==> src/verilog/rv_exec_pkg.sv <==
`default_nettype none

package rv_exec_pkg;

	localparam int xlen = 32;

	// RV32I major opcodes handled by the stage
	typedef enum logic [6:0] {
		opc_load   = 7'b0000011,
		opc_imm    = 7'b0010011,
		opc_auipc  = 7'b0010111,
		opc_store  = 7'b0100011,
		opc_reg    = 7'b0110011,
		opc_lui    = 7'b0110111,
		opc_branch = 7'b1100011
	} opcode_e;

	// Instruction class seen by the ALU controller
	typedef enum logic [3:0] {
		opt_load   = 4'b0000,
		opt_imm    = 4'b0010,
		opt_auipc  = 4'b0011,
		opt_store  = 4'b0100,
		opt_reg    = 4'b0110,
		opt_lui    = 4'b0111,
		opt_branch = 4'b1100,
		opt_none   = 4'b1111
	} alu_option_e;

	typedef enum logic [3:0] {
		op_add               = 4'b0000,
		op_sub               = 4'b0001,
		op_and               = 4'b0010,
		op_or                = 4'b0011,
		op_xor               = 4'b0100,
		op_u_low_eq          = 4'b0101,
		op_s_low_eq          = 4'b0110,
		op_u_high_eq         = 4'b0111,
		op_s_high_eq         = 4'b1000,
		op_u_lower           = 4'b1001,
		op_s_lower           = 4'b1010,
		op_u_higher          = 4'b1011,
		op_s_higher          = 4'b1100,
		op_shift_left        = 4'b1101,
		op_shift_right_logic = 4'b1110,
		op_shift_right_arit  = 4'b1111
	} alu_op_e;

	typedef struct packed {
		logic            valid;
		logic [6:0]      opcode;
		logic [2:0]      funct3;
		logic [6:0]      funct7;
		logic [4:0]      rd;
		logic [xlen-1:0] pc;
		logic [xlen-1:0] rs1_val;
		logic [xlen-1:0] rs2_val;
		logic [xlen-1:0] imm;
	} exec_req_t;

	// Write-back packet leaving the stage
	typedef struct packed {
		logic            valid;
		logic [4:0]      rd;
		logic            rd_we;
		logic            mem_read;
		logic            mem_write;
		logic [xlen-1:0] wb_value;
		logic [xlen-1:0] store_data;
		logic            branch_taken;
		logic [xlen-1:0] branch_target;
	} exec_res_t;

	typedef struct packed {
		alu_option_e alu_option;
		logic        a_sel_pc;
		logic        a_zero;
		logic        b_sel_imm;
		logic        reg_write;
		logic        mem_read;
		logic        mem_write;
		logic        is_branch;
	} ctrl_t;

endpackage

`default_nettype wire

==> src/verilog/main_control.sv <==
`timescale 1ns/1ps
`default_nettype none

module main_control (
	input  rv_exec_pkg::exec_req_t         req,
	output rv_exec_pkg::ctrl_t             ctrl,
	output logic [rv_exec_pkg::xlen-1:0]   operand_a,
	output logic [rv_exec_pkg::xlen-1:0]   operand_b
);

	always_comb begin
		// Unknown opcodes fall through as a no-op
		ctrl.alu_option = rv_exec_pkg::opt_none;
		ctrl.a_sel_pc   = 1'b0;
		ctrl.a_zero     = 1'b0;
		ctrl.b_sel_imm  = 1'b0;
		ctrl.reg_write  = 1'b0;
		ctrl.mem_read   = 1'b0;
		ctrl.mem_write  = 1'b0;
		ctrl.is_branch  = 1'b0;

		case (req.opcode)
			rv_exec_pkg::opc_load: begin
				ctrl.alu_option = rv_exec_pkg::opt_load;
				ctrl.b_sel_imm  = 1'b1;
				ctrl.reg_write  = 1'b1;
				ctrl.mem_read   = 1'b1;
			end
			rv_exec_pkg::opc_imm: begin
				ctrl.alu_option = rv_exec_pkg::opt_imm;
				ctrl.b_sel_imm  = 1'b1;
				ctrl.reg_write  = 1'b1;
			end
			rv_exec_pkg::opc_auipc: begin
				ctrl.alu_option = rv_exec_pkg::opt_auipc;
				ctrl.a_sel_pc   = 1'b1;
				ctrl.b_sel_imm  = 1'b1;
				ctrl.reg_write  = 1'b1;
			end
			rv_exec_pkg::opc_store: begin
				ctrl.alu_option = rv_exec_pkg::opt_store;
				ctrl.b_sel_imm  = 1'b1;
				ctrl.mem_write  = 1'b1;
			end
			rv_exec_pkg::opc_reg: begin
				ctrl.alu_option = rv_exec_pkg::opt_reg;
				ctrl.reg_write  = 1'b1;
			end
			rv_exec_pkg::opc_lui: begin
				// Zero plus the upper immediate
				ctrl.alu_option = rv_exec_pkg::opt_lui;
				ctrl.a_zero     = 1'b1;
				ctrl.b_sel_imm  = 1'b1;
				ctrl.reg_write  = 1'b1;
			end
			rv_exec_pkg::opc_branch: begin
				ctrl.alu_option = rv_exec_pkg::opt_branch;
				ctrl.is_branch  = 1'b1;
			end
			default: ;
		endcase
	end

	// Operand muxes
	always_comb begin
		if (ctrl.a_sel_pc) begin
			operand_a = req.pc;
		end else if (ctrl.a_zero) begin
			operand_a = '0;
		end else begin
			operand_a = req.rs1_val;
		end
		operand_b = ctrl.b_sel_imm ? req.imm : req.rs2_val;
	end

endmodule

`default_nettype wire

==> src/verilog/alu_controller.sv <==
`timescale 1ns/1ps
`default_nettype none

module alu_controller (
	input  rv_exec_pkg::alu_option_e alu_option,
	input  logic [2:0]               func_3_bits,
	input  logic [6:0]               func_7_bits,
	output rv_exec_pkg::alu_op_e     alu_operation
);

	// Set for SUB and for the arithmetic right shift
	logic alt_bit;

	assign alt_bit = func_7_bits[5];

	always_comb begin
		alu_operation = rv_exec_pkg::op_add;

		case (alu_option)
			// Address generation and upper immediates all add
			rv_exec_pkg::opt_load,
			rv_exec_pkg::opt_store,
			rv_exec_pkg::opt_lui,
			rv_exec_pkg::opt_auipc: begin
				alu_operation = rv_exec_pkg::op_add;
			end

			rv_exec_pkg::opt_imm,
			rv_exec_pkg::opt_reg: begin
				case (func_3_bits)
					3'b000: begin
						// ADDI has immediate bits here, only R-type can subtract
						if (alu_option == rv_exec_pkg::opt_reg && alt_bit) begin
							alu_operation = rv_exec_pkg::op_sub;
						end else begin
							alu_operation = rv_exec_pkg::op_add;
						end
					end
					3'b001: alu_operation = rv_exec_pkg::op_shift_left;
					3'b010: alu_operation = rv_exec_pkg::op_s_lower;
					3'b011: alu_operation = rv_exec_pkg::op_u_lower;
					3'b100: alu_operation = rv_exec_pkg::op_xor;
					3'b101: begin
						if (alt_bit) begin
							alu_operation = rv_exec_pkg::op_shift_right_arit;
						end else begin
							alu_operation = rv_exec_pkg::op_shift_right_logic;
						end
					end
					3'b110: alu_operation = rv_exec_pkg::op_or;
					3'b111: alu_operation = rv_exec_pkg::op_and;
					default: alu_operation = rv_exec_pkg::op_add;
				endcase
			end

			rv_exec_pkg::opt_branch: begin
				case (func_3_bits)
					// BEQ, zero difference means equal
					3'b000: alu_operation = rv_exec_pkg::op_sub;
					// BNE
					3'b001: alu_operation = rv_exec_pkg::op_xor;
					// BLT
					3'b100: alu_operation = rv_exec_pkg::op_s_lower;
					// BGE
					3'b101: alu_operation = rv_exec_pkg::op_s_high_eq;
					// BLTU
					3'b110: alu_operation = rv_exec_pkg::op_u_lower;
					// BGEU
					3'b111: alu_operation = rv_exec_pkg::op_u_high_eq;
					default: alu_operation = rv_exec_pkg::op_add;
				endcase
			end

			default: alu_operation = rv_exec_pkg::op_add;
		endcase
	end

endmodule

`default_nettype wire

==> src/verilog/alu.sv <==
`timescale 1ns/1ps
`default_nettype none

module alu (
	input  logic [rv_exec_pkg::xlen-1:0] operand_a,
	input  logic [rv_exec_pkg::xlen-1:0] operand_b,
	input  rv_exec_pkg::alu_op_e         alu_op,
	output logic [rv_exec_pkg::xlen-1:0] result
);

	logic signed [rv_exec_pkg::xlen-1:0] a_s;
	logic signed [rv_exec_pkg::xlen-1:0] b_s;
	logic [4:0]                          shamt;
	logic                                cmp;

	assign a_s   = operand_a;
	assign b_s   = operand_b;
	assign shamt = operand_b[4:0];

	// Comparison outcome, only meaningful for the compare ops
	always_comb begin
		case (alu_op)
			rv_exec_pkg::op_u_low_eq:  cmp = operand_a <= operand_b;
			rv_exec_pkg::op_s_low_eq:  cmp = a_s <= b_s;
			rv_exec_pkg::op_u_high_eq: cmp = operand_a >= operand_b;
			rv_exec_pkg::op_s_high_eq: cmp = a_s >= b_s;
			rv_exec_pkg::op_u_lower:   cmp = operand_a < operand_b;
			rv_exec_pkg::op_s_lower:   cmp = a_s < b_s;
			rv_exec_pkg::op_u_higher:  cmp = operand_a > operand_b;
			rv_exec_pkg::op_s_higher:  cmp = a_s > b_s;
			default:                   cmp = 1'b0;
		endcase
	end

	always_comb begin
		case (alu_op)
			rv_exec_pkg::op_add: result = operand_a + operand_b;
			rv_exec_pkg::op_sub: result = operand_a - operand_b;
			rv_exec_pkg::op_and: result = operand_a & operand_b;
			rv_exec_pkg::op_or:  result = operand_a | operand_b;
			rv_exec_pkg::op_xor: result = operand_a ^ operand_b;

			rv_exec_pkg::op_u_low_eq,
			rv_exec_pkg::op_s_low_eq,
			rv_exec_pkg::op_u_high_eq,
			rv_exec_pkg::op_s_high_eq,
			rv_exec_pkg::op_u_lower,
			rv_exec_pkg::op_s_lower,
			rv_exec_pkg::op_u_higher,
			rv_exec_pkg::op_s_higher: begin
				result = {{(rv_exec_pkg::xlen-1){1'b0}}, cmp};
			end

			rv_exec_pkg::op_shift_left:        result = operand_a << shamt;
			rv_exec_pkg::op_shift_right_logic: result = operand_a >> shamt;
			// Sign bit fills from the left
			rv_exec_pkg::op_shift_right_arit:  result = a_s >>> shamt;
			default:                           result = operand_a + operand_b;
		endcase
	end

endmodule

`default_nettype wire

==> src/verilog/branch_resolve.sv <==
`timescale 1ns/1ps
`default_nettype none

module branch_resolve (
	input  logic                         is_branch,
	input  rv_exec_pkg::alu_op_e         alu_op,
	input  logic [rv_exec_pkg::xlen-1:0] result,
	input  logic [rv_exec_pkg::xlen-1:0] pc,
	input  logic [rv_exec_pkg::xlen-1:0] imm,
	output logic                         taken,
	output logic [rv_exec_pkg::xlen-1:0] target
);

	always_comb begin
		taken = 1'b0;
		if (is_branch) begin
			case (alu_op)
				// BEQ
				rv_exec_pkg::op_sub: taken = (result == '0);
				// BNE
				rv_exec_pkg::op_xor: taken = (result != '0);
				// Compare ops leave the answer in bit 0
				rv_exec_pkg::op_s_lower,
				rv_exec_pkg::op_s_high_eq,
				rv_exec_pkg::op_u_lower,
				rv_exec_pkg::op_u_high_eq: taken = result[0];
				default: taken = 1'b0;
			endcase
		end
	end

	// PC-relative target, imm already sign extended by decode
	assign target = pc + imm;

endmodule

`default_nettype wire

==> src/verilog/result_stage.sv <==
`timescale 1ns/1ps
`default_nettype none

module result_stage (
	input  logic                         clk,
	input  logic                         reset,
	input  logic                         valid,
	input  rv_exec_pkg::ctrl_t           ctrl,
	input  logic [4:0]                   rd,
	input  logic [rv_exec_pkg::xlen-1:0] result,
	input  logic [rv_exec_pkg::xlen-1:0] store_data,
	input  logic                         taken,
	input  logic [rv_exec_pkg::xlen-1:0] target,
	output rv_exec_pkg::exec_res_t       res
);

	// x0 is hardwired, never write it
	logic rd_nonzero;

	assign rd_nonzero = (rd != 5'd0);

	always_ff @(posedge clk) begin
		if (reset) begin
			res <= '0;
		end else begin
			res.valid         <= valid;
			res.rd            <= rd;
			res.rd_we         <= valid & ctrl.reg_write & rd_nonzero;
			res.mem_read      <= valid & ctrl.mem_read;
			res.mem_write     <= valid & ctrl.mem_write;
			res.wb_value      <= result;
			res.store_data    <= store_data;
			res.branch_taken  <= valid & taken;
			res.branch_target <= target;
		end
	end

endmodule

`default_nettype wire

==> src/verilog/rv_execute.sv <==
`timescale 1ns/1ps
`default_nettype none

module rv_execute (
	input  logic                   clk,
	input  logic                   reset,
	input  rv_exec_pkg::exec_req_t req,
	output rv_exec_pkg::exec_res_t res
);

	rv_exec_pkg::ctrl_t           ctrl;
	rv_exec_pkg::alu_op_e         alu_op;
	logic [rv_exec_pkg::xlen-1:0] operand_a;
	logic [rv_exec_pkg::xlen-1:0] operand_b;
	logic [rv_exec_pkg::xlen-1:0] result;
	logic                         taken;
	logic [rv_exec_pkg::xlen-1:0] target;

	main_control u_main_control (
		.req       (req),
		.ctrl      (ctrl),
		.operand_a (operand_a),
		.operand_b (operand_b)
	);

	alu_controller u_alu_controller (
		.alu_option    (ctrl.alu_option),
		.func_3_bits   (req.funct3),
		.func_7_bits   (req.funct7),
		.alu_operation (alu_op)
	);

	alu u_alu (
		.operand_a (operand_a),
		.operand_b (operand_b),
		.alu_op    (alu_op),
		.result    (result)
	);

	branch_resolve u_branch_resolve (
		.is_branch (ctrl.is_branch),
		.alu_op    (alu_op),
		.result    (result),
		.pc        (req.pc),
		.imm       (req.imm),
		.taken     (taken),
		.target    (target)
	);

	// Single register stage, one cycle latency
	result_stage u_result_stage (
		.clk        (clk),
		.reset      (reset),
		.valid      (req.valid),
		.ctrl       (ctrl),
		.rd         (req.rd),
		.result     (result),
		.store_data (req.rs2_val),
		.taken      (taken),
		.target     (target),
		.res        (res)
	);

endmodule

`default_nettype wire

==> config.mk <==
export PLATFORM = sky130hd
export DESIGN_NAME = rv_execute
export DESIGN_NICKNAME = d
export VERILOG_FILES = /design/src/verilog/rv_exec_pkg.sv /design/src/verilog/main_control.sv /design/src/verilog/alu_controller.sv /design/src/verilog/alu.sv /design/src/verilog/branch_resolve.sv /design/src/verilog/result_stage.sv /design/src/verilog/rv_execute.sv
export SDC_FILE = /design/constraint.sdc
export NUM_CORES = 1
export LEC_CHECK = 0
export BUFFER_PORTS_ARGS = -buffer_cell sky130_fd_sc_hd__buf_2
export CAP_MARGIN = 20
export CORE_ASPECT_RATIO = 1.4
export CORE_MARGIN = 2
export CORE_UTILIZATION = 45
export DETAILED_ROUTE_END_ITERATION = 8
export MAX_ROUTING_LAYER = met4
export PLACE_DENSITY = 0.71
export SYNTH_ARGS = -nofsm -noshare
export SYNTH_HDL_FRONTEND = slang
export SYNTH_SLANG_ARGS = --single-unit
==> constraint.sdc <==
create_clock -name clk -period 6.8 [get_ports clk]
set_input_delay 1.36 -clock clk [delete_from_list [all_inputs] [get_ports clk]]
set_output_delay 1.36 -clock clk [all_outputs]
set_load 0.005 [all_outputs]
# [Word-level counts from Yosys, hierarchy flattened]
# Cells that the tools add are included.
[op_classes] n_addsub=3 multipliers=0 div=0 order_cmp=8 n_eq_ne=32 n_shift=3 n_mux=20 n_bitwise=8 n_reduce_logical=11
[op_table] op="32-bit case mux with 9 select lines" n=1
[op_table] op="32-bit two-way mux" n=3
[op_table] op="32-bit adder" n=2
[op_table] op="32-bit >= comparator" n=2
[op_table] op="32-bit greater-than comparator" n=2
[op_table] op="32-bit less-or-equal comparator" n=2
[op_table] op="32-bit less-than comparator" n=2
[op_table] op="4-bit == test, second input constant" n=9
[op_table] op="32-bit bitwise AND" n=1
[op_table] op="32-bit zero test" n=1
[op_table] op="32-bit bitwise OR" n=1
[op_table] op="4-bit case mux with 8 select lines" n=1
[op_table] op="32-bit nonzero test" n=1
[op_table] op="32-bit by 5-bit << shifter with 32-bit output" n=1
[op_table] op="32-bit by 5-bit >> shifter with 32-bit output" n=1
[op_table] op="32-bit by 5-bit >>> shifter with 32-bit output" n=1
[op_table] op="32-bit subtractor" n=1
[op_table] op="32-bit bitwise XOR" n=1
[op_table] op="4-bit case mux with 7 select lines" n=1
[op_table] op="4-bit case mux with 6 select lines" n=1
[op_table] op="7-bit by 6-bit == test with 1-bit output, second input constant" n=3
[op_table] op="4-bit by 3-bit == test with 1-bit output, second input constant" n=5
[op_table] op="7-bit by 5-bit == test with 1-bit output, second input constant" n=2
[op_table] op="3-bit == test, second input constant" n=4
[op_table] op="19 further kinds" n=36
[totals] register_bits=106 latchBits=0 ram_bits=0 rom_bits=0 input_bits=153 out_inout_bits=106 wordCells=94 mem_count=0

# [Logic depth before layout (Yosys ltp)]
# Gate-level depths: netlist of run 1.
[depth] ltp_word=14 mapped_depth=25 mapped_depth_nobuf=21

# [Hierarchy]
# A second synthesis of run 1 with hierarchy kept.
[hier_totals] cells_unflattened=2118 area_unflattened_um2=15190.8
[by_module_without_submodules] module="alu" n_inst=1 cells_each=1284 area_each_um2=8752.1 seq_area_each_um2=0.0
[by_module_without_submodules] module="result_stage" n_inst=1 cells_each=224 area_each_um2=2851.5 seq_area_each_um2=2122.0
[by_module_without_submodules] module="main_control" n_inst=1 cells_each=353 area_each_um2=1731.7 seq_area_each_um2=0.0
[by_module_without_submodules] module="branch_resolve" n_inst=1 cells_each=229 area_each_um2=1654.1 seq_area_each_um2=0.0
[by_module_without_submodules] module="alu_controller" n_inst=1 cells_each=28 area_each_um2=201.4 seq_area_each_um2=0.0

# [Least setup slack after synthesis of run 1]
# No wires, ideal clock.
[synth_timing] path_type="input to register" from="input port req[146] in the netlist's numbering" to="register u_result_stage.res[32] (netlist name)" setup_ps=115 t_arrival_ps=6320 required_ps=6685 setup_slack_ps=365 stages=23 n_path_buf=6 cell_sequence="nand4bb_1 -> buf_6 -> buf_6 -> buf_6 -> or3_1 -> clkbuf_1 -> buf_1 -> mux2_2 -> ha_1 -> buf_2 -> nor4_1 -> nand2_1 -> o21ai_0 -> a211oi_1 -> or4_1 -> a311o_1 -> a221oi_2 -> a22oi_1 -> nor3_1 -> nand4_1 -> nor3_2 -> mux2i_1 -> o21a_1"
[synth_via] elab_chain_len=14 elab_cells_between_ends=65 classes_between="add/sub: 2; order compare: 8; eq/ne: 25; shift: 3; mux: 15; bitwise: 4; reduce/logical: 8"
[synth_rtl] element="from (decl)" line_no="rv_execute.sv:7" source="input rv_exec_pkg::exec_req_t req,"
[synth_rtl] element="7-bit == test, or another cell as far along" line_no="main_control.sv:22" source="case (req.opcode)"
[synth_rtl] element="4-bit case mux with 7 select lines" line_no="main_control.sv:22"
[synth_rtl] element="4-bit by 3-bit == test with 1-bit output" line_no="alu_controller.sv:19, alu_controller.sv:33"
[synth_rtl] element="1-bit logical AND" line_no="alu_controller.sv:33" source="if (alu_option == rv_exec_pkg::opt_reg && alt_bit) begin"
[synth_rtl] element="1-bit two-way mux" line_no="alu_controller.sv:33"
[synth_rtl] element="4-bit case mux with 8 select lines" line_no="alu_controller.sv:30" source="case (func_3_bits)"
[synth_rtl] element="4-bit case mux with 2 select lines" line_no="alu_controller.sv:19" source="case (alu_option)"
[synth_rtl] element="4-bit == test, or another cell as far along" line_no="alu.sv:22, alu.sv:36"
[synth_rtl] element="1-bit case mux with 8 select lines / 8-bit OR reduction (equally long branches)" line_no="alu.sv:22, alu.sv:36"
[synth_rtl] element="32-bit case mux with 9 select lines" line_no="alu.sv:36" source="case (alu_op)"
[synth_rtl] element="32-bit nonzero test / 32-bit zero test (equally long branches)" line_no="branch_resolve.sv:21, branch_resolve.sv:19"
[synth_rtl] element="1-bit case mux with 3 select lines" line_no="branch_resolve.sv:17" source="case (alu_op)"
[synth_rtl] element="1-bit two-way mux *" line_no="branch_resolve.sv:16" source="if (is_branch) begin"
[synth_rtl] element="1-bit bitwise AND *" line_no="result_stage.sv:33" source="res.branch_taken <= valid & taken;"
# Every way passes the cells marked *; elsewhere a longest branch is shown, timed or not.
# A chain may end at the register's enable or synchronous reset.

# [Final worst setup path of run 1]
[layout_timing] from="input port req[146] in the netlist's numbering" to="register u_result_stage.res[32] (netlist name)"
[layout_via] elab_chain_len=14 elab_cells_between_ends=65 classes_between="add/sub: 2; order compare: 8; eq/ne: 25; shift: 3; mux: 15; bitwise: 4; reduce/logical: 8"
[layout_rtl] element="7-bit == test, or another cell as far along" line_no="main_control.sv:22"
[layout_rtl] element="4-bit case mux with 7 select lines" line_no="main_control.sv:22"
[layout_rtl] element="4-bit by 3-bit == test with 1-bit output" line_no="alu_controller.sv:19, alu_controller.sv:33"
[layout_rtl] element="1-bit logical AND" line_no="alu_controller.sv:33"
[layout_rtl] element="1-bit two-way mux" line_no="alu_controller.sv:33"
[layout_rtl] element="4-bit case mux with 8 select lines" line_no="alu_controller.sv:30"
[layout_rtl] element="4-bit case mux with 2 select lines" line_no="alu_controller.sv:19"
[layout_rtl] element="4-bit == test, or another cell as far along" line_no="alu.sv:22, alu.sv:36"
[layout_rtl] element="1-bit case mux with 8 select lines / 8-bit OR reduction (equally long branches)" line_no="alu.sv:22, alu.sv:36"
[layout_rtl] element="32-bit case mux with 9 select lines" line_no="alu.sv:36"
[layout_rtl] element="32-bit nonzero test / 32-bit zero test (equally long branches)" line_no="branch_resolve.sv:21, branch_resolve.sv:19"
[layout_rtl] element="1-bit case mux with 3 select lines" line_no="branch_resolve.sv:17"
[layout_rtl] element="1-bit two-way mux *" line_no="branch_resolve.sv:16"
[layout_rtl] element="1-bit bitwise AND *" line_no="result_stage.sv:33"
# Marks and branches as above.

==> results.json, run 1 <==
{
  "run_status": "finished clean",
  "synthesis.nets": 2294,
  "placement_rows": 78,
  "power.static_leakage_uw": 0.00800,
  "start_util_pct": 45.9,
  "detailroute.via_count": 18300,
  "areaGrowthSynthToFinish_pct": 19.8,
  "number_of_global_route_vias_before_repair": 17700,
  "wirelength_mm": 75.0,
  "largest_registers": "u_result_stage.res (106)",
  "post-route-period-util_pct": 96.5,
  "max_slew.worst_pin.slew_ns": 1.12,
  "detail_routed_net_length_per_standard_cell_um": 27.0,
  "finalPower_uw": 2840,
  "cts.clk_slew.worst_paths_ns": 0.08,
  "most-common-layout-cells": "sky130_fd_sc_hd__buf_2, sky130_fd_sc_hd__nor2_1, sky130_fd_sc_hd__buf_4",
  "worstHoldStart": "req[132]",
  "wire_length_of_the_first_global_routing_pass_mm": 109,
  "critical_path.startpoint_type": "input pin",
  "setup.worst_path.class": "input pin to register",
  "cts_root_buffer": "sky130_fd_sc_hd__clkbuf_16",
  "pre_cts_slack_ns": -0.0962,
  "largest_register_ffs": 106,
  "buffer_ports.inserted": 252,
  "ir_drop_uv": 208,
  "min-delay-path-class": "input pin to register",
  "cts_buffer_depth": 2,
  "power_density_nw_per_um2": 159,
  "count_of_nets_left_with_antenna_violations_after_detail_routing": 0,
  "cap_violations": 0,
  "grtUsageTotal_pct": 43.5,
  "hold_buffer_count_at_cts": 0,
  "critPathMaxFanout": 5,
  "remaining_drc_errors": 0,
  "cp-startpoint": "req[146]",
  "clock-sinks": 106,
  "postCtsResizedCells": 0,
  "critical_path_buf_inv_count": 8,
  "slowest_stage": "sky130_fd_sc_hd__fa_1",
  "dieWidth_um": 158,
  "grt_start_max_net_pins": 103,
  "synth.area.top_cells": "sky130_fd_sc_hd__dfxtp_1, sky130_fd_sc_hd__ha_1, sky130_fd_sc_hd__nor2_1",
  "core_area_um2": 32500,
  "maxSlewViolCount": 0,
  "initialDrtViolationCount": 2229,
  "top_register": "u_result_stage.res",
  "grt_setup_unrepaired": "false",
  "cts_tree": "yes",
  "finalWeightedCongestion": 1.17,
  "synth-warning-count": 0,
  "max_clock_freq_mhz": 152,
  "ys_ff_latch": 106,
  "finalNetCount": 2615,
  "synth.top_cell.area_share_pct": 14.2,
  "hold_depth": 2,
  "hpwl_mm": 60.1,
  "drt_pass1_iterations": 6,
  "cp.arrival_ns": 6.87,
  "layout.cells.most_common": "sky130_fd_sc_hd__buf_2",
  "grt_antenna_before_repair": 4,
  "crit_family": "simple AND/OR/NAND/NOR gates",
  "crit_path_max_incr_delay_ns": 0.47,
  "endpoint_kind": "register",
  "synth_top_area_cell": "sky130_fd_sc_hd__dfxtp_1",
  "asyncSetResetFlopFracSynth_pct": 0,
  "synth_edf_count": 0,
  "syn_area_per_cell_um2": 7.42,
  "report.final.setup_viol": 0,
  "dieArea_um2": 34600,
  "cts_inserted_buffers": 9,
  "final-hold-violation-count": 0,
  "vias_per_cell": 6.59,
  "max-slew-margin-rel_pct": 25.2,
  "globalRouteOverflowTotal": 0,
  "ctsHtreeMaxLevel": 3,
  "die_h_um": 219,
  "post_route_cells_drive_above_1_share_pct": 25.5,
  "crit_top_cell": "sky130_fd_sc_hd__buf_4",
  "synth_sequential_area_ratio_pct": 14.2,
  "synthDistinctLibCells": 104,
  "cts.repair_timing.setup_buffer_count": 0,
  "boundaryPins": 259,
  "post_synth_inst_count": 2010,
  "worst_slack_ns": 0.241,
  "timing.critical_path.depth": 27,
  "synth.cell_area_um2": 14900,
  "synth-main-ff-cell": "sky130_fd_sc_hd__dfxtp_1",
  "timing.critical_path.required_ns": 7.11,
  "fin_crit_ns": 6.56
}
-- kinds of logic after synthesis --
family	after synthesis	share of synthesized area, %
xor gates and xnor gates	48	2.82
and+or+nand+nor	654	22.2
buffers and inverters	247	7.55
DFF	106	14.2
adders and majority gates	131	11.1
muxes	138	10.3
AOI/OAI and AO/OA	686	31.7
-- cell type report --
type | count | area, µm²
Antenna cell | 5 | 12.5
Clock buffer | 12 | 256
Clock inverter | 4 | 33.8
Fill cell | 3232 | 14600
Inverter | 110 | 415
Multi-Input combinational cell | 1657 | 11700
Sequential cell | 106 | 2120
Tap cell | 440 | 551
Timing Repair Buffer | 447 | 2770
-- power by group --
group	switching (µW)	leakage, µW	internal, µW
sequential	16.8	0.000883	687
combinational	988	0.00698	619
clock	253	0.000140	272
-- metrics by stage --
stage	cells	hold slack (ns)	utilization [%]	instance area, µm²	TNS [ns]
after floorplan	2010	1.45	-	14900	0
final	2781	1.21	55.0	17900	0
after global routing	2780	1.21	54.9	17900	0
after global placement	2759	1.58	54.0	17500	0
after detailed placement	2759	1.59	54.0	17500	-0.0962
after CTS	2775	1.21	54.9	17800	0
-- layer usage --
layer | vias to the layer above | part of all wire [%] | GRT usage (%)
met5 | - | 0 | -
met4 | 0 | 9.0 | 32.0
met3 | 358 | 9.3 | 8.02
met2 | 1172 | 46 | 69.0
met1 | 8662 | 36 | 48.4
li1 | 8144 | - | -
-- path summary, 6_finish.rpt --
path              slack (ns)                      end
setup / recovery        0.24   u_result_stage.res[32]
hold / removal          1.21  u_result_stage.res[104]
-- synth_stat cells (all sizes together), types with 23 or more instances --
cell,instances
o211ai,35
o22ai,82
nand2,116
clkbuf,55
mux2i,80
nor2,200
nand2b,23
ha,128
inv,110
nor3,69
a21oi,125
mux2,58
a21o,29
dfxtp,106
xnor2,26
a211oi,36
buf,82
nand3,47
nor2b,88
o21ai,146
Power figures use the tool's default switching activity.
==> run 2, diff against run 1 <==
SYNTH_HIERARCHICAL = 1   (was not set)
TNS_END_PERCENT = 5   (was not set)
==> run 2 against run 1 <==
Critical path depth is 3 higher. Wire length shrank 5.0%. Non-clock buffer count up 259. Final area grew 14%. First-iteration DRC count down 5.7%. Synthesized area is 1.7% higher. Clock-buffer cell count is 3 lower. Global-route usage down 3.5 points. Worst setup slack worse by 0.13 ns. Combinational power increased by 11%. Sequential share of layout area shrank 1.5 points. Cell count grew 12%. Highest routed layer unchanged.
==> results.json, run 2 <==
{
  "dieArea_um2": 35200,
  "dieWidth_um": 159,
  "pre_cts_slack_ns": -0.269,
  "boundaryPins": 259,
  "synthesis.nets": 2398,
  "final-hold-violation-count": 0,
  "cp.arrival_ns": 6.97,
  "max_clock_freq_mhz": 150,
  "critical_path.startpoint_type": "input pin",
  "report.final.setup_viol": 0,
  "slowest_stage": "sky130_fd_sc_hd__a311oi_4",
  "final_std_cells_w_o_fill": 3126,
  "detail_routed_net_length_per_standard_cell_um": 22.8,
  "cts_inserted_buffers": 9,
  "globalRouteOverflowTotal": 0,
  "postPlaceCellArea_um2": 19900,
  "max_slew.worst_pin.slew_ns": 1.12,
  "hold_slack_ns": 1.19,
  "syn_area_per_cell_um2": 7.18,
  "cts_buffer_depth": 2,
  "numPlacedInstances": 3106,
  "cp-startpoint": "req[146]",
  "vias_per_cell": 6.15,
  "worstHoldStart": "req[131]",
  "buffer_ports.inserted": 252,
  "hold_buffer_count_at_cts": 0,
  "largest_registers": "u_result_stage/res (106)",
  "placement_rows": 79,
  "worst_slack_ns": 0.115,
  "grtUsageTotal_pct": 39.9,
  "drt_pass1_iterations": 7,
  "most-common-layout-cells": "sky130_fd_sc_hd__buf_4, sky130_fd_sc_hd__buf_2, sky130_fd_sc_hd__nor2_1",
  "setup.worst_path.class": "input pin to register",
  "finalNetCount": 2959,
  "cts_tree": "yes",
  "power.static_leakage_uw": 0.00964,
  "crit_top_cell": "sky130_fd_sc_hd__buf_4",
  "start_util_pct": 45.7,
  "layout.cells.most_common": "sky130_fd_sc_hd__buf_4",
  "cts_root_buffer": "sky130_fd_sc_hd__clkbuf_16",
  "hpwl_mm": 57.3,
  "run_status": "finished clean",
  "grt_start_max_net_pins": 103,
  "core_area_um2": 33200,
  "cts.clk_slew.worst_paths_ns": 0.09,
  "number_of_global_route_vias_before_repair": 18400,
  "remaining_drc_errors": 0,
  "fin_area_um2": 20400,
  "crit_path_max_incr_delay_ns": 0.47,
  "synth-warning-count": 6,
  "largest_register_ffs": 106,
  "wire_length_of_the_first_global_routing_pass_mm": 106,
  "initialDrtViolationCount": 2102,
  "maxSlewViolCount": 0,
  "fin_tns_setup_ns": 0,
  "wirelength_mm": 71.2,
  "endpoint_kind": "register",
  "die_h_um": 221,
  "ctsHtreeMaxLevel": 3,
  "areaGrowthSynthToFinish_pct": 34.7,
  "post-route-period-util_pct": 98.3,
  "synth.cell_area_um2": 15200,
  "clock-sinks": 106,
  "max-slew-margin-rel_pct": 25.4,
  "ir_drop_uv": 115,
  "post_route_cells_drive_above_1_share_pct": 32.1,
  "fin_crit_ns": 6.68,
  "top_register": "u_result_stage/res",
  "finalWeightedCongestion": 1.04,
  "min-delay-path-class": "input pin to register",
  "cap_violations": 0,
  "post_synth_inst_count": 2114,
  "count_of_nets_left_with_antenna_violations_after_detail_routing": 0,
  "nFillCells": 3142,
  "power_density_nw_per_um2": 151,
  "detailroute.via_count": 19200,
  "grt_antenna_before_repair": 1,
  "timing.critical_path.required_ns": 7.09,
  "critPathMaxFanout": 20
}
-- run 2: per-layer routing --
| layer | share of wire [%] | vias to the layer above | global-route usage, % |
|---|---|---|---|
| li1 | - | 8808 | - |
| met1 | 40 | 9197 | 49.2 |
| met2 | 47 | 1027 | 65.4 |
| met3 | 7.8 | 201 | 4.87 |
| met4 | 5.0 | 0 | 17.9 |
| met5 | 0 | - | - |
-- run 2: power by group --
group	leakage [µW]	internal, µW	switching [µW]
Sequential	0.000883	687	16.3
Clock	0.000157	298	304
Combinational	0.00860	816	973
-- run 2: critical path, delay by kind of cell --
family | cells | cell delay, ns
AND/OR/NAND/NOR | 10 | 1.92
adder cells (fa/ha/maj) | 1 | 0.33
AO/OA/AOI/OAI | 10 | 2.06
buffers and inverters | 9 | 1.25
-- run 2: path summary, 6_finish.rpt --
| check | slack [ns] | endpoint | cells after the start |
|---|---|---|---|
| worst max-delay path | 0.12 | u_result_stage/res[32] | 30 |
| worst min-delay path | 1.19 | u_result_stage/res[103] | 2 |
-- run 2: through the flow --
step                total power (µW)  utilization, %
floorplan                       1670               -
global placement                2420            60.0
detailed placement              2440            60.0
CTS                             3050            61.0
global route                    3260            61.5
finish                          3090            61.5
-- run 2: repair_timing --
action | 4_1_cts | 5_1_grt
endpoints found under the setup margin | 0 | 1
endpoints found under the hold margin | 0 | 0
setup buffers | 0 | 2
resized for setup | 0 | 34
-- run 2: layout make-up --
cell class / instances / area (µm²) / share of cell area (%)
Multi-Input combinational cell: 1713 / 12000 / 59.0
Clock inverter: 7 / 95.1 / 0.465
Clock buffer: 9 / 225 / 1.10
Antenna cell: 1 / 2.50 / 0.0122
Inverter: 139 / 523 / 2.56
Sequential cell: 106 / 2120 / 10.4
Tap cell: 445 / 557 / 2.73
Timing Repair Buffer: 706 / 4860 / 23.8
==> run 3, diff against run 2 <==
GPL_TIMING_DRIVEN = 0   (was not set)
==> run 3 against run 2 <==
The run now ends with negative setup slack left. First-iteration DRC count shrank 7.5%. Sequential share of layout area rose by 1.2 points. Sequential power hardly changed. Non-clock buffer count down 262. Clock-buffer cell count unchanged. Largest power group unchanged. Clock power decreased by 2%. Worst setup slack got worse by 0.29 ns. Highest routed layer unchanged. Critical path depth shrank 5.
==> results.json, run 3 (synthesized netlist as in run 2, its figures left out) <==
{
  "largest_register_ffs": 106,
  "gr-max-usage-layer": "met2",
  "detail_routed_net_length_per_standard_cell_um": 26.5,
  "cp.arrival_ns": 7.32,
  "antenna-diode-count": 0,
  "swShare_pct": 45.1,
  "post_route_cells_drive_above_1_share_pct": 24.3,
  "cell_internal_pwr_uw": 1600,
  "hold_buffer_count_at_cts": 0,
  "report.final.setup_viol": 1,
  "largest_registers": "u_result_stage/res (106)",
  "gr-usage-met1_pct": 47.9,
  "setup.worst_path.class": "input pin to register",
  "run_status": "complete, but fails checks",
  "min-delay-path-class": "input pin to register",
  "final-hold-violation-count": 0,
  "finalWeightedCongestion": 1.07,
  "dieArea_um2": 35200,
  "core_area_um2": 33200,
  "cap_violations": 0,
  "count_of_nets_left_with_antenna_violations_after_detail_routing": 0,
  "hpwl_mm": 61.8,
  "drt_pass1_iterations": 6,
  "worstHoldStart": "req[131]",
  "buffer_ports.inserted": 248,
  "max-slew-margin-rel_pct": 31.0,
  "grt_antenna_before_repair": 1,
  "ir_drop_uv": 114,
  "crit_top_cell": "sky130_fd_sc_hd__buf_2",
  "ctsHtreeMaxLevel": 3,
  "violations": "negative setup slack",
  "cp-startpoint": "req[145]",
  "cts.clk_slew.worst_paths_ns": 0.09,
  "numPlacedInstances": 2834,
  "seqCellArea_um2": 2120,
  "cts_tree": "yes",
  "globalRouteMet3Util_pct": 6.80,
  "combinationalPowerShare_pct": 55.5,
  "critical_path.startpoint_type": "input pin",
  "timing.critical_path.to": "u_result_stage/res[32]",
  "detailroute.via_count": 18600,
  "maxSlewViolCount": 0,
  "p_switching_uw": 1310,
  "final_std_cells_w_o_fill": 2863,
  "number_of_global_route_vias_before_repair": 17900,
  "start_util_pct": 45.7,
  "wire_length_of_the_first_global_routing_pass_mm": 112,
  "power_frac_clock_pct": 20.3,
  "layout.cells.most_common": "sky130_fd_sc_hd__buf_2",
  "grt_start_max_net_pins": 21,
  "seq_power_share_pct": 24.1,
  "top_register": "u_result_stage/res",
  "post-route-period-util_pct": 103,
  "timing.critical_path.required_ns": 7.14,
  "nFillCells": 3313,
  "vias_per_cell": 6.51,
  "endpoint_kind": "register",
  "dieWidth_um": 159,
  "worst_slack_ns": -0.179,
  "most-common-layout-cells": "sky130_fd_sc_hd__buf_2, sky130_fd_sc_hd__nor2_1, sky130_fd_sc_hd__a21oi_1, sky130_fd_sc_hd__nand2_1, sky130_fd_sc_hd__inv_1",
  "remaining_drc_errors": 0,
  "grt.met2_usage_pct": 69.7,
  "grt_setup_unrepaired": "true",
  "fin_crit_ns": 6.98,
  "multi_input_gate_area_in_the_final_layout_um2": 12400,
  "grtUsageTotal_pct": 42.8,
  "pre_cts_slack_ns": -3.36,
  "clock-sinks": 106,
  "wirelength_mm": 75.9,
  "crit_path_max_incr_delay_ns": 0.93,
  "slowest_stage": "sky130_fd_sc_hd__a211oi_1",
  "power_density_nw_per_um2": 159,
  "cts_buffer_depth": 2,
  "max_slew.worst_pin.slew_ns": 1.03,
  "areaGrowthSynthToFinish_pct": 20.8,
  "die_h_um": 221,
  "initialDrtViolationCount": 1945,
  "critPathMaxFanout": 10,
  "cts_root_buffer": "sky130_fd_sc_hd__clkbuf_16",
  "boundaryPins": 259,
  "finalNetCount": 2697,
  "placement_rows": 79,
  "fin_tns_setup_ns": -0.179,
  "power.static_leakage_uw": 0.00816,
  "max_clock_freq_mhz": 143,
  "cts_inserted_buffers": 9,
  "globalRouteOverflowTotal": 0
}
run 3: cell count changes in the layout (fill, tap and decap cells not counted), sizes merged:
cell           before  now
clkbuf             10   80
buf               705  372
diode               1    0
clkdlybuf4s15       0    1
run 3: layout make-up:
class                   instances  area share, %
multi-input cells            1713           67.5
flip-flops and latches        106           11.6
repair buffers                297           8.68
plain buffers                 147           4.57
well taps                     445           3.04
inverters                     139           2.87
clock buffers                   9           1.23
clock inverters                 7          0.505
run 3: worst min-delay path by stage:
stage / to / slack, ns / depth (start not counted)
global route: u_result_stage/res[103] / 1.19 / 2
detailed placement: u_result_stage/res[103] / 1.59 / 2
floorplan: u_result_stage/res[105] / 1.46 / 1
global placement: u_result_stage/res[102] / 1.58 / 2
CTS: u_result_stage/res[103] / 1.18 / 2
finish: u_result_stage/res[103] / 1.18 / 2
run 3: power by group through the flow:
| stage | Clock, µW | Combinational [µW] | Sequential [µW] |
|---|---|---|---|
| CTS | 599 | 1540 | 703 |
| floorplan | 0 | 945 | 729 |
| detailed placement | 0 | 1470 | 716 |
| global route | 622 | 1720 | 708 |
| global placement | 0 | 1450 | 716 |
| finish | 592 | 1620 | 703 |
run 3: worst max-delay path: cells and delay by family:
kind,cells,cell delay (ns)
compound gates,9,2.78
buf+inv,6,1.64
simple gates,10,1.52
run 3: routing by layer:
layer  wire length, µm  vias to the layer above  share of wire, %
met1             28000                     8866                37
met3              5740                      341               7.6
met4              6690                        0               8.8
li1                  -                     8306                 -
met2             35400                     1123                47
met5                 0                        -                 0
run 3: repair_timing:
item	CTS	global route
setup buffers	15	6
setup endpoints to repair	21	1
gates resized for setup	153	57
pin swaps	19	17
run 3: stage by stage:
| step | area [µm²] | hold slack (ns) | total power (µW) | utilization, % |
|---|---|---|---|---|
| floorplan | 15200 | 1.46 | 1670 | - |
| global placement | 17000 | 1.58 | 2170 | 51.1 |
| detailed placement | 17100 | 1.59 | 2190 | 51.6 |
| CTS | 18100 | 1.18 | 2840 | 54.4 |
| global route | 18300 | 1.19 | 3050 | 55.2 |
| finish | 18300 | 1.18 | 2910 | 55.2 |
